File: src/source/fe_pkg.sv
// fetch front end package
// widths, opcodes, control-flow kinds and the structs shared by the front end
package fe_pkg;

    // ------------------------------
    // widths and sizes
    // ------------------------------
    // address and instruction width
    localparam int XLEN_W = 32;
    // one uncompressed instruction per fetch
    localparam int ILEN_BYTES = 4;
    // default instruction queue depth
    localparam int QUEUE_DEPTH = 4;
    // occupancy counter width, holds 0..QUEUE_DEPTH
    localparam int CNT_W = $clog2(QUEUE_DEPTH + 1);

    // ------------------------------
    // opcodes seen by the pre-decode
    // ------------------------------
    localparam logic [6:0] OPC_BRANCH = 7'b1100011;
    localparam logic [6:0] OPC_JAL    = 7'b1101111;

    // control-flow kind of a fetched instruction
    typedef enum logic [1:0] {
        CF_NONE   = 2'd0,
        CF_BRANCH = 2'd1,
        CF_JUMP   = 2'd2
    } cf_kind_e;

    // ------------------------------
    // structs
    // ------------------------------
    // one entry handed to decode, 99 bits
    typedef struct packed {
        logic [XLEN_W-1:0] pc;
        logic [XLEN_W-1:0] instr;
        cf_kind_e          cf;
        logic              pred_taken;
        logic [XLEN_W-1:0] pred_target;
    } fetch_entry_t;

    // control-flow change requests from the back end, 132 bits
    typedef struct packed {
        logic              mispredict;
        logic [XLEN_W-1:0] mispredict_target;
        logic              eret;
        logic [XLEN_W-1:0] epc;
        logic              exception;
        logic [XLEN_W-1:0] trap_vector;
        logic              set_pc_commit;
        logic [XLEN_W-1:0] pc_commit;
    } redirect_t;

    // static prediction for one instruction, 35 bits
    typedef struct packed {
        cf_kind_e          cf;
        logic              pred_taken;
        logic [XLEN_W-1:0] pred_target;
    } scan_result_t;

endpackage

File: src/source/frontend_top.sv
// instruction fetch front end top
// ties the PC generator, pre-decode and instruction queue to memory and decode
`timescale 1ns/1ps

module frontend_top (
    input  logic                      clk_i,
    input  logic                      rst_ni,
    input  logic [fe_pkg::XLEN_W-1:0] boot_addr_i,
    input  fe_pkg::redirect_t         redirect_i,
    // memory port
    output logic                      fetch_req_o,
    output logic [fe_pkg::XLEN_W-1:0] fetch_addr_o,
    input  logic                      fetch_valid_i,
    input  logic [fe_pkg::XLEN_W-1:0] fetch_data_i,
    // decode port
    output fe_pkg::fetch_entry_t      fetch_entry_o,
    output logic                      fetch_entry_valid_o,
    input  logic                      fetch_entry_ready_i
);
    import fe_pkg::*;

    // accepted response from pc_gen
    logic              rsp_push;
    logic [XLEN_W-1:0] rsp_pc;
    logic [XLEN_W-1:0] rsp_instr;
    logic              flush;
    scan_result_t      scan;
    fetch_entry_t      entry_in;
    logic [CNT_W-1:0]  queue_count;

    // ------------------------------
    // next pc and request control
    // ------------------------------
    pc_gen u_pc_gen (
        .clk_i         (clk_i),
        .rst_ni        (rst_ni),
        .boot_addr_i   (boot_addr_i),
        .redirect_i    (redirect_i),
        .fetch_valid_i (fetch_valid_i),
        .fetch_data_i  (fetch_data_i),
        .scan_i        (scan),
        .queue_count_i (queue_count),
        .fetch_req_o   (fetch_req_o),
        .fetch_addr_o  (fetch_addr_o),
        .rsp_push_o    (rsp_push),
        .rsp_pc_o      (rsp_pc),
        .rsp_instr_o   (rsp_instr),
        .flush_o       (flush)
    );

    // pre-decode of the returned word
    instr_scan u_instr_scan (
        .instr_i  (rsp_instr),
        .pc_i     (rsp_pc),
        .result_o (scan)
    );

    // queue entry built from the response and its prediction
    assign entry_in.pc          = rsp_pc;
    assign entry_in.instr       = rsp_instr;
    assign entry_in.cf          = scan.cf;
    assign entry_in.pred_taken  = scan.pred_taken;
    assign entry_in.pred_target = scan.pred_target;

    // ------------------------------
    // buffer towards decode
    // ------------------------------
    instr_queue #(
        .DEPTH (QUEUE_DEPTH)
    ) u_instr_queue (
        .clk_i   (clk_i),
        .rst_ni  (rst_ni),
        .flush_i (flush),
        .push_i  (rsp_push),
        .entry_i (entry_in),
        .ready_i (fetch_entry_ready_i),
        .entry_o (fetch_entry_o),
        .valid_o (fetch_entry_valid_o),
        .count_o (queue_count)
    );

endmodule

File: src/source/instr_queue.sv
// instruction queue
// circular buffer of fetch entries towards decode, flushed on redirect
`timescale 1ns/1ps

module instr_queue #(
    parameter int DEPTH = fe_pkg::QUEUE_DEPTH
) (
    input  logic                         clk_i,
    input  logic                         rst_ni,
    input  logic                         flush_i,
    input  logic                         push_i,
    input  fe_pkg::fetch_entry_t         entry_i,
    input  logic                         ready_i,
    output fe_pkg::fetch_entry_t         entry_o,
    output logic                         valid_o,
    output logic [$clog2(DEPTH+1)-1:0]   count_o
);
    import fe_pkg::*;

    localparam int PTR_W = $clog2(DEPTH);
    localparam int CW    = $clog2(DEPTH + 1);

    // entry storage
    fetch_entry_t   mem_q [DEPTH];
    logic [PTR_W-1:0] rd_ptr_q, wr_ptr_q;
    logic [CW-1:0]    count_q;

    logic pop;
    logic push_en;
    logic full;

    // ------------------------------
    // handshake
    // ------------------------------
    assign full    = count_q == CW'(DEPTH);
    assign valid_o = count_q != '0;
    assign entry_o = mem_q[rd_ptr_q];
    assign count_o = count_q;

    // decode takes the head entry
    assign pop = valid_o & ready_i;
    // a full queue still accepts when the head leaves this cycle
    assign push_en = push_i & ~flush_i & (~full | pop);

    // ------------------------------
    // pointers and occupancy
    // ------------------------------
    always_ff @(posedge clk_i or negedge rst_ni) begin
        if (!rst_ni) begin
            rd_ptr_q <= '0;
            wr_ptr_q <= '0;
            count_q  <= '0;
        end else if (flush_i) begin
            // a pop in this cycle has already been seen by decode
            rd_ptr_q <= '0;
            wr_ptr_q <= '0;
            count_q  <= '0;
        end else begin
            if (pop) begin
                // explicit wrap, depth need not be a power of two
                rd_ptr_q <= (rd_ptr_q == PTR_W'(DEPTH - 1)) ? '0 : rd_ptr_q + 1'b1;
            end
            if (push_en) begin
                wr_ptr_q <= (wr_ptr_q == PTR_W'(DEPTH - 1)) ? '0 : wr_ptr_q + 1'b1;
            end
            if (push_en && !pop) begin
                count_q <= count_q + 1'b1;
            end else if (pop && !push_en) begin
                count_q <= count_q - 1'b1;
            end
        end
    end

    // storage write
    always_ff @(posedge clk_i) begin
        if (push_en) begin
            mem_q[wr_ptr_q] <= entry_i;
        end
    end

endmodule

File: src/source/instr_scan.sv
// instruction pre-decode
// finds branches and JALs in one word and gives a static prediction with its target
`timescale 1ns/1ps

module instr_scan (
    input  logic [fe_pkg::XLEN_W-1:0] instr_i,
    input  logic [fe_pkg::XLEN_W-1:0] pc_i,
    output fe_pkg::scan_result_t      result_o
);
    import fe_pkg::*;

    // major opcode of the word
    logic [6:0] opcode;
    // sign-extended immediates, both formats decoded in parallel
    logic [XLEN_W-1:0] imm_b;
    logic [XLEN_W-1:0] imm_j;
    // candidate targets
    logic [XLEN_W-1:0] target_b;
    logic [XLEN_W-1:0] target_j;

    assign opcode = instr_i[6:0];

    // ------------------------------
    // immediate extraction
    // ------------------------------
    // B-type: imm[12|10:5] in 31:25, imm[4:1|11] in 11:7
    assign imm_b = {
        {(XLEN_W - 12){instr_i[31]}},
        instr_i[7],
        instr_i[30:25],
        instr_i[11:8],
        1'b0
    };

    // J-type: imm[20|10:1|11|19:12] in 31:12
    assign imm_j = {
        {(XLEN_W - 20){instr_i[31]}},
        instr_i[19:12],
        instr_i[20],
        instr_i[30:21],
        1'b0
    };

    // pc-relative targets
    assign target_b = pc_i + imm_b;
    assign target_j = pc_i + imm_j;

    // ------------------------------
    // classification and prediction
    // ------------------------------
    always_comb begin
        // plain instruction by default, no target
        result_o.cf          = CF_NONE;
        result_o.pred_taken  = 1'b0;
        result_o.pred_target = '0;

        case (opcode)
            OPC_BRANCH: begin
                result_o.cf = CF_BRANCH;
                // backward taken, forward not taken
                result_o.pred_taken  = imm_b[XLEN_W-1];
                result_o.pred_target = target_b;
            end
            OPC_JAL: begin
                // unconditional with a known target
                result_o.cf          = CF_JUMP;
                result_o.pred_taken  = 1'b1;
                result_o.pred_target = target_j;
            end
            default: begin
                // jalr, loads, alu ops etc. fall through
                result_o.cf = CF_NONE;
            end
        endcase
    end

endmodule

File: src/source/pc_gen.sv
// next-PC generation and fetch request control
// keeps one request in flight, drops stale responses and follows back-end redirects
`timescale 1ns/1ps

module pc_gen (
    input  logic                      clk_i,
    input  logic                      rst_ni,
    input  logic [fe_pkg::XLEN_W-1:0] boot_addr_i,
    input  fe_pkg::redirect_t         redirect_i,
    input  logic                      fetch_valid_i,
    input  logic [fe_pkg::XLEN_W-1:0] fetch_data_i,
    input  fe_pkg::scan_result_t      scan_i,
    input  logic [fe_pkg::CNT_W-1:0]  queue_count_i,
    output logic                      fetch_req_o,
    output logic [fe_pkg::XLEN_W-1:0] fetch_addr_o,
    output logic                      rsp_push_o,
    output logic [fe_pkg::XLEN_W-1:0] rsp_pc_o,
    output logic [fe_pkg::XLEN_W-1:0] rsp_instr_o,
    output logic                      flush_o
);
    import fe_pkg::*;

    // address of the next request
    logic [XLEN_W-1:0] npc_d, npc_q;
    // set in the first cycle out of reset, boot address is loaded then
    logic              rst_load_q;
    // one request in flight
    logic              outstanding_q;
    // the in-flight request was overtaken by a redirect
    logic              stale_q;
    // pc of the request in flight
    logic [XLEN_W-1:0] req_pc_q;

    logic              redirect_any;
    logic              rsp_ok;
    logic              room;
    logic [CNT_W:0]    occupancy;

    // any back-end flag restarts fetch
    assign redirect_any = redirect_i.mispredict | redirect_i.eret |
                          redirect_i.exception  | redirect_i.set_pc_commit;
    assign flush_o = redirect_any;

    // ------------------------------
    // response handling
    // ------------------------------
    // responses to a redirected request never reach the queue
    assign rsp_ok      = fetch_valid_i & outstanding_q & ~stale_q & ~redirect_any;
    assign rsp_push_o  = rsp_ok;
    assign rsp_pc_o    = req_pc_q;
    assign rsp_instr_o = fetch_data_i;

    // ------------------------------
    // request issue
    // ------------------------------
    // queue slots taken, in-flight request included
    assign occupancy = {1'b0, queue_count_i} + (CNT_W + 1)'(outstanding_q);
    assign room      = occupancy < (CNT_W + 1)'(QUEUE_DEPTH);

    // rst_load_q is set by reset, so no request leaves during reset
    assign fetch_req_o  = ~rst_load_q & ~outstanding_q & ~redirect_any & room;
    assign fetch_addr_o = npc_q;

    // ------------------------------
    // next pc select
    // ------------------------------
    // lowest precedence first, later assignments win
    always_comb begin
        npc_d = npc_q;
        if (rst_load_q) begin
            npc_d = boot_addr_i;
        end
        // follow the static prediction of the returned word
        if (rsp_ok) begin
            if (scan_i.pred_taken) begin
                npc_d = scan_i.pred_target;
            end else begin
                npc_d = req_pc_q + XLEN_W'(ILEN_BYTES);
            end
        end
        // resolved misprediction
        if (redirect_i.mispredict) begin
            npc_d = redirect_i.mispredict_target;
        end
        // return from exception
        if (redirect_i.eret) begin
            npc_d = redirect_i.epc;
        end
        // exception or interrupt
        if (redirect_i.exception) begin
            npc_d = redirect_i.trap_vector;
        end
        // pipeline flush restarts after the committing instruction
        if (redirect_i.set_pc_commit) begin
            npc_d = redirect_i.pc_commit + XLEN_W'(ILEN_BYTES);
        end
    end

    // ------------------------------
    // control state
    // ------------------------------
    always_ff @(posedge clk_i or negedge rst_ni) begin
        if (!rst_ni) begin
            rst_load_q    <= 1'b1;
            npc_q         <= '0;
            outstanding_q <= 1'b0;
            stale_q       <= 1'b0;
        end else begin
            rst_load_q <= 1'b0;
            npc_q      <= npc_d;
            // request and response never share a cycle
            if (fetch_req_o) begin
                outstanding_q <= 1'b1;
            end else if (fetch_valid_i) begin
                outstanding_q <= 1'b0;
            end
            // mark stale only while the answer is still pending
            if (fetch_valid_i) begin
                stale_q <= 1'b0;
            end else if (redirect_any && outstanding_q) begin
                stale_q <= 1'b1;
            end
        end
    end

    // remember where the pending word came from
    always_ff @(posedge clk_i) begin
        if (fetch_req_o) begin
            req_pc_q <= npc_q;
        end
    end

endmodule

File: config.mk
export PLATFORM = sky130hd
export DESIGN_NAME = frontend_top
export DESIGN_NICKNAME = d
export VERILOG_FILES = /design/src/source/fe_pkg.sv /design/src/source/frontend_top.sv /design/src/source/instr_queue.sv /design/src/source/instr_scan.sv /design/src/source/pc_gen.sv
export SDC_FILE = /design/constraint.sdc
export NUM_CORES = 1
export LEC_CHECK = 0
export BUFFER_PORTS_ARGS = -buffer_cell sky130_fd_sc_hd__buf_2
export CAP_MARGIN = 5
export CORE_MARGIN = 3
export CORE_UTILIZATION = 50
export CTS_CLUSTER_DIAMETER = 120
export DETAILED_ROUTE_END_ITERATION = 8
export GPL_TIMING_DRIVEN = 0
export MAX_ROUTING_LAYER = met4
export PLACE_DENSITY = 0.71
export SETUP_SLACK_MARGIN = 0.02
export SYNTH_ARGS = -nofsm -noshare
export SYNTH_HDL_FRONTEND = slang
export SYNTH_HIERARCHICAL = 1
export SYNTH_SLANG_ARGS = --single-unit
File: constraint.sdc
create_clock -name clk_i -period 9 [get_ports clk_i]
set_input_delay 1.35 -clock clk_i [delete_from_list [all_inputs] [get_ports clk_i]]
set_output_delay 1.35 -clock clk_i [all_outputs]
set_load 0.005 [all_outputs]
==> impl_metrics.json, run 1 <==
{
  "status": "aborted with a tool error",
  "stop_stage": "detailed routing (5_2_route)",
  "error_message": "[ERROR DRT-0255] Maze Route cannot find path of net clk_i in worker of routeBox ( 193200 0 ) ( 215910 48300 ).",
  "synth.area.top_cells": "edfxtp_1, mux4_2, dfrtp_1, ha_1, xnor2_1",
  "cts_setup_buffers": 0,
  "grt_start_max_net_pins": 59,
  "numCtsBuffers": 47,
  "postCtsHoldBufs": 0,
  "yosys_register_bits": 470,
  "synth_cell_types": 87,
  "synth_cells": 1489,
  "gp_congestion": 0.940,
  "h-tree-depth": 2,
  "synth_nets": 1729,
  "grt_overflow": 0,
  "cts_root_buf": "clkbuf_16",
  "synth.cell_area_um2": 22000,
  "die_h_um": 216,
  "cts_buffer_depth": 3,
  "ioPinCount": 333,
  "cts_resized": 0,
  "hpwlAfterDp_um": 49600,
  "grt_pass1_vias": 15000,
  "synthArstFlopShare_pct": 8.94,
  "yosys_warnings": 6,
  "synth_sequential_area_ratio_pct": 63.1,
  "synth_edf_count": 428,
  "grt_antenna_before_repair": 5,
  "chipWidth_um": 216,
  "start_util_pct": 50.9,
  "synth_top_area_share_pct": 58.3,
  "grt_pass1_wl_um": 97900,
  "synth_largest_area_cell": "edfxtp_1",
  "dp_cells": 2379,
  "clkSinkCount": 470,
  "rows": 76,
  "dominantRegCellSynth": "edfxtp_1",
  "track_usage_pct": 29.2,
  "syn_area_per_cell_um2": 14.8,
  "io_buffers": 298
}
## stage by stage
stage / instance area, µm² / util (%) / worst slack (ps)
2_1_floorplan: 22000 / - / 2250
3_3_place_gp: 24300 / 56.1 / 399
3_5_place_dp: 24400 / 56.4 / 3050
4_1_cts: 25900 / 59.8 / 3590
5_1_grt: 25900 / 59.8 / 3180
## routing by layer
| metal | track usage [%] |
|---|---|
| met5 | - |
| met4 | 6.96 |
| met3 | 4.73 |
| met2 | 47.5 |
| met1 | 39.3 |
## synth_stat cells, types with 7 or more instances
| cell | count |
|---|---|
| nand4_1 | 33 |
| a211oi_1 | 9 |
| dfrtp_1 | 41 |
| nor2b_1 | 7 |
| a31oi_1 | 13 |
| buf_2 | 20 |
| o22ai_1 | 10 |
| ha_1 | 38 |
| a21oi_2 | 9 |
| a21oi_1 | 77 |
| mux4_2 | 99 |
| nand3b_1 | 8 |
| o21ai_1 | 11 |
| nand3_1 | 34 |
| and2_1 | 11 |
| o211ai_1 | 11 |
| nor3_1 | 17 |
| clkbuf_1 | 42 |
| buf_4 | 34 |
| xnor2_1 | 49 |
| o21ai_0 | 59 |
| xor2_1 | 33 |
| nor2_1 | 105 |
| edfxtp_1 | 428 |
| a221oi_1 | 15 |
| nand2_1 | 77 |
| and3_1 | 9 |
| inv_1 | 27 |
| o21a_1 | 7 |
| nand4b_1 | 8 |
| mux2i_1 | 8 |
| o221ai_1 | 17 |
| a21o_1 | 16 |
## cell families after synthesis
family                     count (synthesis)  share of synthesized area, %
AOI/OAI and AO/OA                        299                          9.22
buffers and inverters                    136                          3.21
other                                      1                        0.0170
and+or+nand+nor                          347                          7.99
muxes                                    114                          10.8
xor gates and xnor gates                  82                          3.26
adders and majority gates                 40                          2.34
DFF                                      470                          63.1
==> run 2, diff against run 1 <==
--- a/config.mk
+++ b/config.mk
@@ -8,13 +8,10 @@
 export BUFFER_PORTS_ARGS = -buffer_cell sky130_fd_sc_hd__buf_2
 export CAP_MARGIN = 5
 export CORE_MARGIN = 3
-export CORE_UTILIZATION = 50
-export CTS_CLUSTER_DIAMETER = 120
+export CORE_UTILIZATION = 35
 export DETAILED_ROUTE_END_ITERATION = 8
 export GPL_TIMING_DRIVEN = 0
-export MAX_ROUTING_LAYER = met4
-export PLACE_DENSITY = 0.71
-export SETUP_SLACK_MARGIN = 0.02
+export PLACE_DENSITY_LB_ADDON = 0.15
 export SYNTH_ARGS = -nofsm -noshare
 export SYNTH_HDL_FRONTEND = slang
 export SYNTH_HIERARCHICAL = 1
==> run 2 against run 1 <==
The run now ends clean. Synthesized area unchanged. Synthesized cell count unchanged. Global-route usage decreased by 7.9 points.
==> impl_metrics.json, run 2 <==
{
  "synth.cell_area_um2": 22000,
  "drive_above_1_share_pct": 31.5,
  "synth_sequential_area_ratio_pct": 63.1,
  "hold_depth": 0,
  "grt_pass1_wl_um": 104000,
  "h-tree-depth": 2,
  "slew_headroom_pct": 25.7,
  "cts.clk_slew.worst_paths_ps": 60,
  "synth_largest_area_cell": "edfxtp_1",
  "p_per_area_nw_per_um2": 181,
  "status": "finished clean",
  "grt_pass1_vias": 15100,
  "start_util_pct": 35.6,
  "synth_top_area_share_pct": 58.3,
  "clkSinkCount": 470,
  "arrival_ps": 6090,
  "regMostFlops": "u_instr_queue/mem_q",
  "r2r_cells": 15,
  "largest_reg_flops": 396,
  "ant_nets": 0,
  "synth.area.top_cells": "edfxtp_1, mux4_2, dfrtp_1, ha_1, xnor2_1",
  "vias_per_cell": 5.41,
  "io_buffers": 298,
  "synthTopCellsByCount": "edfxtp_1, nor2_1, mux4_2, a21oi_1, nand2_1",
  "hold_viol": 0,
  "cts_buffer_depth": 3,
  "grt_start_max_net_pins": 53,
  "coreArea_um2": 61900,
  "fmax_mhz": 180,
  "ioPinCount": 333,
  "placed_area_um2": 24800,
  "cts_setup_buffers": 0,
  "hpwlAfterDp_um": 54000,
  "worst_slew_pin_slew_ps": 1110,
  "synth_cell_types": 87,
  "grt_antenna_before_repair": 6,
  "worstPathRequired_ps": 9530,
  "grt_setup_unrepaired": "no",
  "drtIter0Drc": 1339,
  "final_area_um2": 26500,
  "chipWidth_um": 257,
  "gp_congestion": 0.908,
  "postCtsHoldBufs": 0,
  "critPathKind": "in -> reg",
  "track_usage_pct": 21.3,
  "synth_cells": 1489,
  "maxCapViolations": 0,
  "fin_skew_ps": 24.4,
  "min_path_type": "reg -> reg",
  "worst_slack_ps": 3440,
  "dieArea_um2": 66000,
  "grt_overflow": 0,
  "die_h_um": 257,
  "tns_ps": 0,
  "synth.most_common_cell": "edfxtp_1",
  "syn_area_per_cell_um2": 14.8,
  "synth_edf_count": 428,
  "numCtsBuffers": 50,
  "start_kind": "primary input",
  "routed-via-count": 14800,
  "cts_resized": 0,
  "cts_root_buf": "clkbuf_16",
  "nNetsFinal": 2091,
  "finalSetupViolCount": 0,
  "end_kind": "flip-flop",
  "yosys_warnings": 6,
  "period_share_pct": 61.8,
  "cts_tree": "built",
  "yosys_register_bits": 470,
  "synthArstFlopShare_pct": 8.94,
  "drv_slew": 0,
  "mostFrequentLayoutCells": "edfxtp_1, buf_2, nor2_1",
  "route.detailed.drc": 0,
  "post-place-ws_ps": 2890,
  "p_leak_nw": 9.33,
  "wl_per_cell_um": 26.4,
  "clkLatencyLatePin_ps": 610,
  "crit_fanout": 13,
  "dominantRegCellSynth": "edfxtp_1",
  "drt-total-wl_um": 72000,
  "fin_crit_ps": 5560,
  "ir_worst_vdd_uv": 121,
  "first_pass_iters": 5,
  "synth_nets": 1729,
  "rows": 91,
  "final_common_cell": "edfxtp_1",
  "area_growth_pct": 20.2
}
## run 2: logic make-up (layout without fill, tap and decap cells)
family                     after synthesis  count (layout)  share of synthesized area (%)
and+or+nand+nor                        347             347                           7.99
adders and majority gates               40              40                           2.34
buffers and inverters                  136             538                           3.21
DFF                                    470             470                           63.1
other                                    1               2                         0.0170
AOI/OAI and AO/OA                      299             299                           9.22
muxes                                  114             114                           10.8
xor gates and xnor gates                82              82                           3.26
## run 2: worst paths after layout
check,endpoint,slack (ps),start
setup / recovery,u_pc_gen/fetch_addr_o[22]$_DFFE_PN0P_,3440,fetch_data_i[6]
hold / removal,u_pc_gen/rsp_pc_o[23]$_DFFE_PP_,470,u_pc_gen/fetch_addr_o[23]$_DFFE_PN0P_
setup reg to reg,u_pc_gen/fetch_addr_o[23]$_DFFE_PN0P_,5090,u_pc_gen/rsp_pc_o[1]$_DFFE_PP_
hold reg to reg,u_pc_gen/rsp_pc_o[23]$_DFFE_PP_,470,u_pc_gen/fetch_addr_o[23]$_DFFE_PN0P_
max in group asynchronous,u_pc_gen/fetch_addr_o[2]$_DFFE_PN0P_,7350,rst_ni
min in group asynchronous,u_pc_gen/fetch_addr_o[23]$_DFFE_PN0P_,950,rst_ni
## run 2: critical path, stage by stage
cell and delay (ps):
buf_4 110, nor2b_1 140, nand4_1 160, nor2_2 550
clkbuf_1 470, a21o_1 230, ha_1 320, a21oi_2 310
o21ai_1 140, nand2b_4 160, o21ai_2 230, a21oi_1 130
o21a_1 190, nor3_1 680, nand4b_1 220, o21ai_0 150
a21oi_1 240, o21ai_0 160, a21oi_1 140
## run 2: power breakdown
part / switching, mW / internal, mW
clock: 0.866 / 1.22
combinational: 0.180 / 0.120
sequential: 0.0246 / 2.38
## run 2: through the flow
step | hold WS, ps | total power, mW | instances | util, %
2_1_floorplan | 468 | 2.61 | 1489 | -
3_3_place_gp | 464 | 2.75 | 2624 | 39.7
3_5_place_dp | 460 | 2.75 | 2636 | 40.1
4_1_cts | 474 | 4.85 | 2728 | 42.8
5_1_grt | 494 | 4.96 | 2728 | 42.8
6_report | 474 | 4.79 | 2729 | 42.8
## run 2: final cells by class
type / count / area (µm²)
antenna: 1 / 2.50
buffer: 107 / 599
clock buffer: 63 / 1320
clock inverter: 29 / 328
fill: 5824 / 35500
inverter: 29 / 109
multi-input combinational: 883 / 7430
sequential: 470 / 13900
tap: 837 / 1050
timing repair buffer: 310 / 1740
## run 2: routing by layer
layer,wire length (µm),share of wire [%],vias up,global-route usage (%)
met2,35700,50,581,36.7
met4,1510,2.1,4,4.69
li1,-,-,6585,-
met5,27,0.037,-,0
met3,4250,5.9,94,3.95
met1,30500,42,7513,28.2
Note: power is estimated with default switching activity, not from simulation.
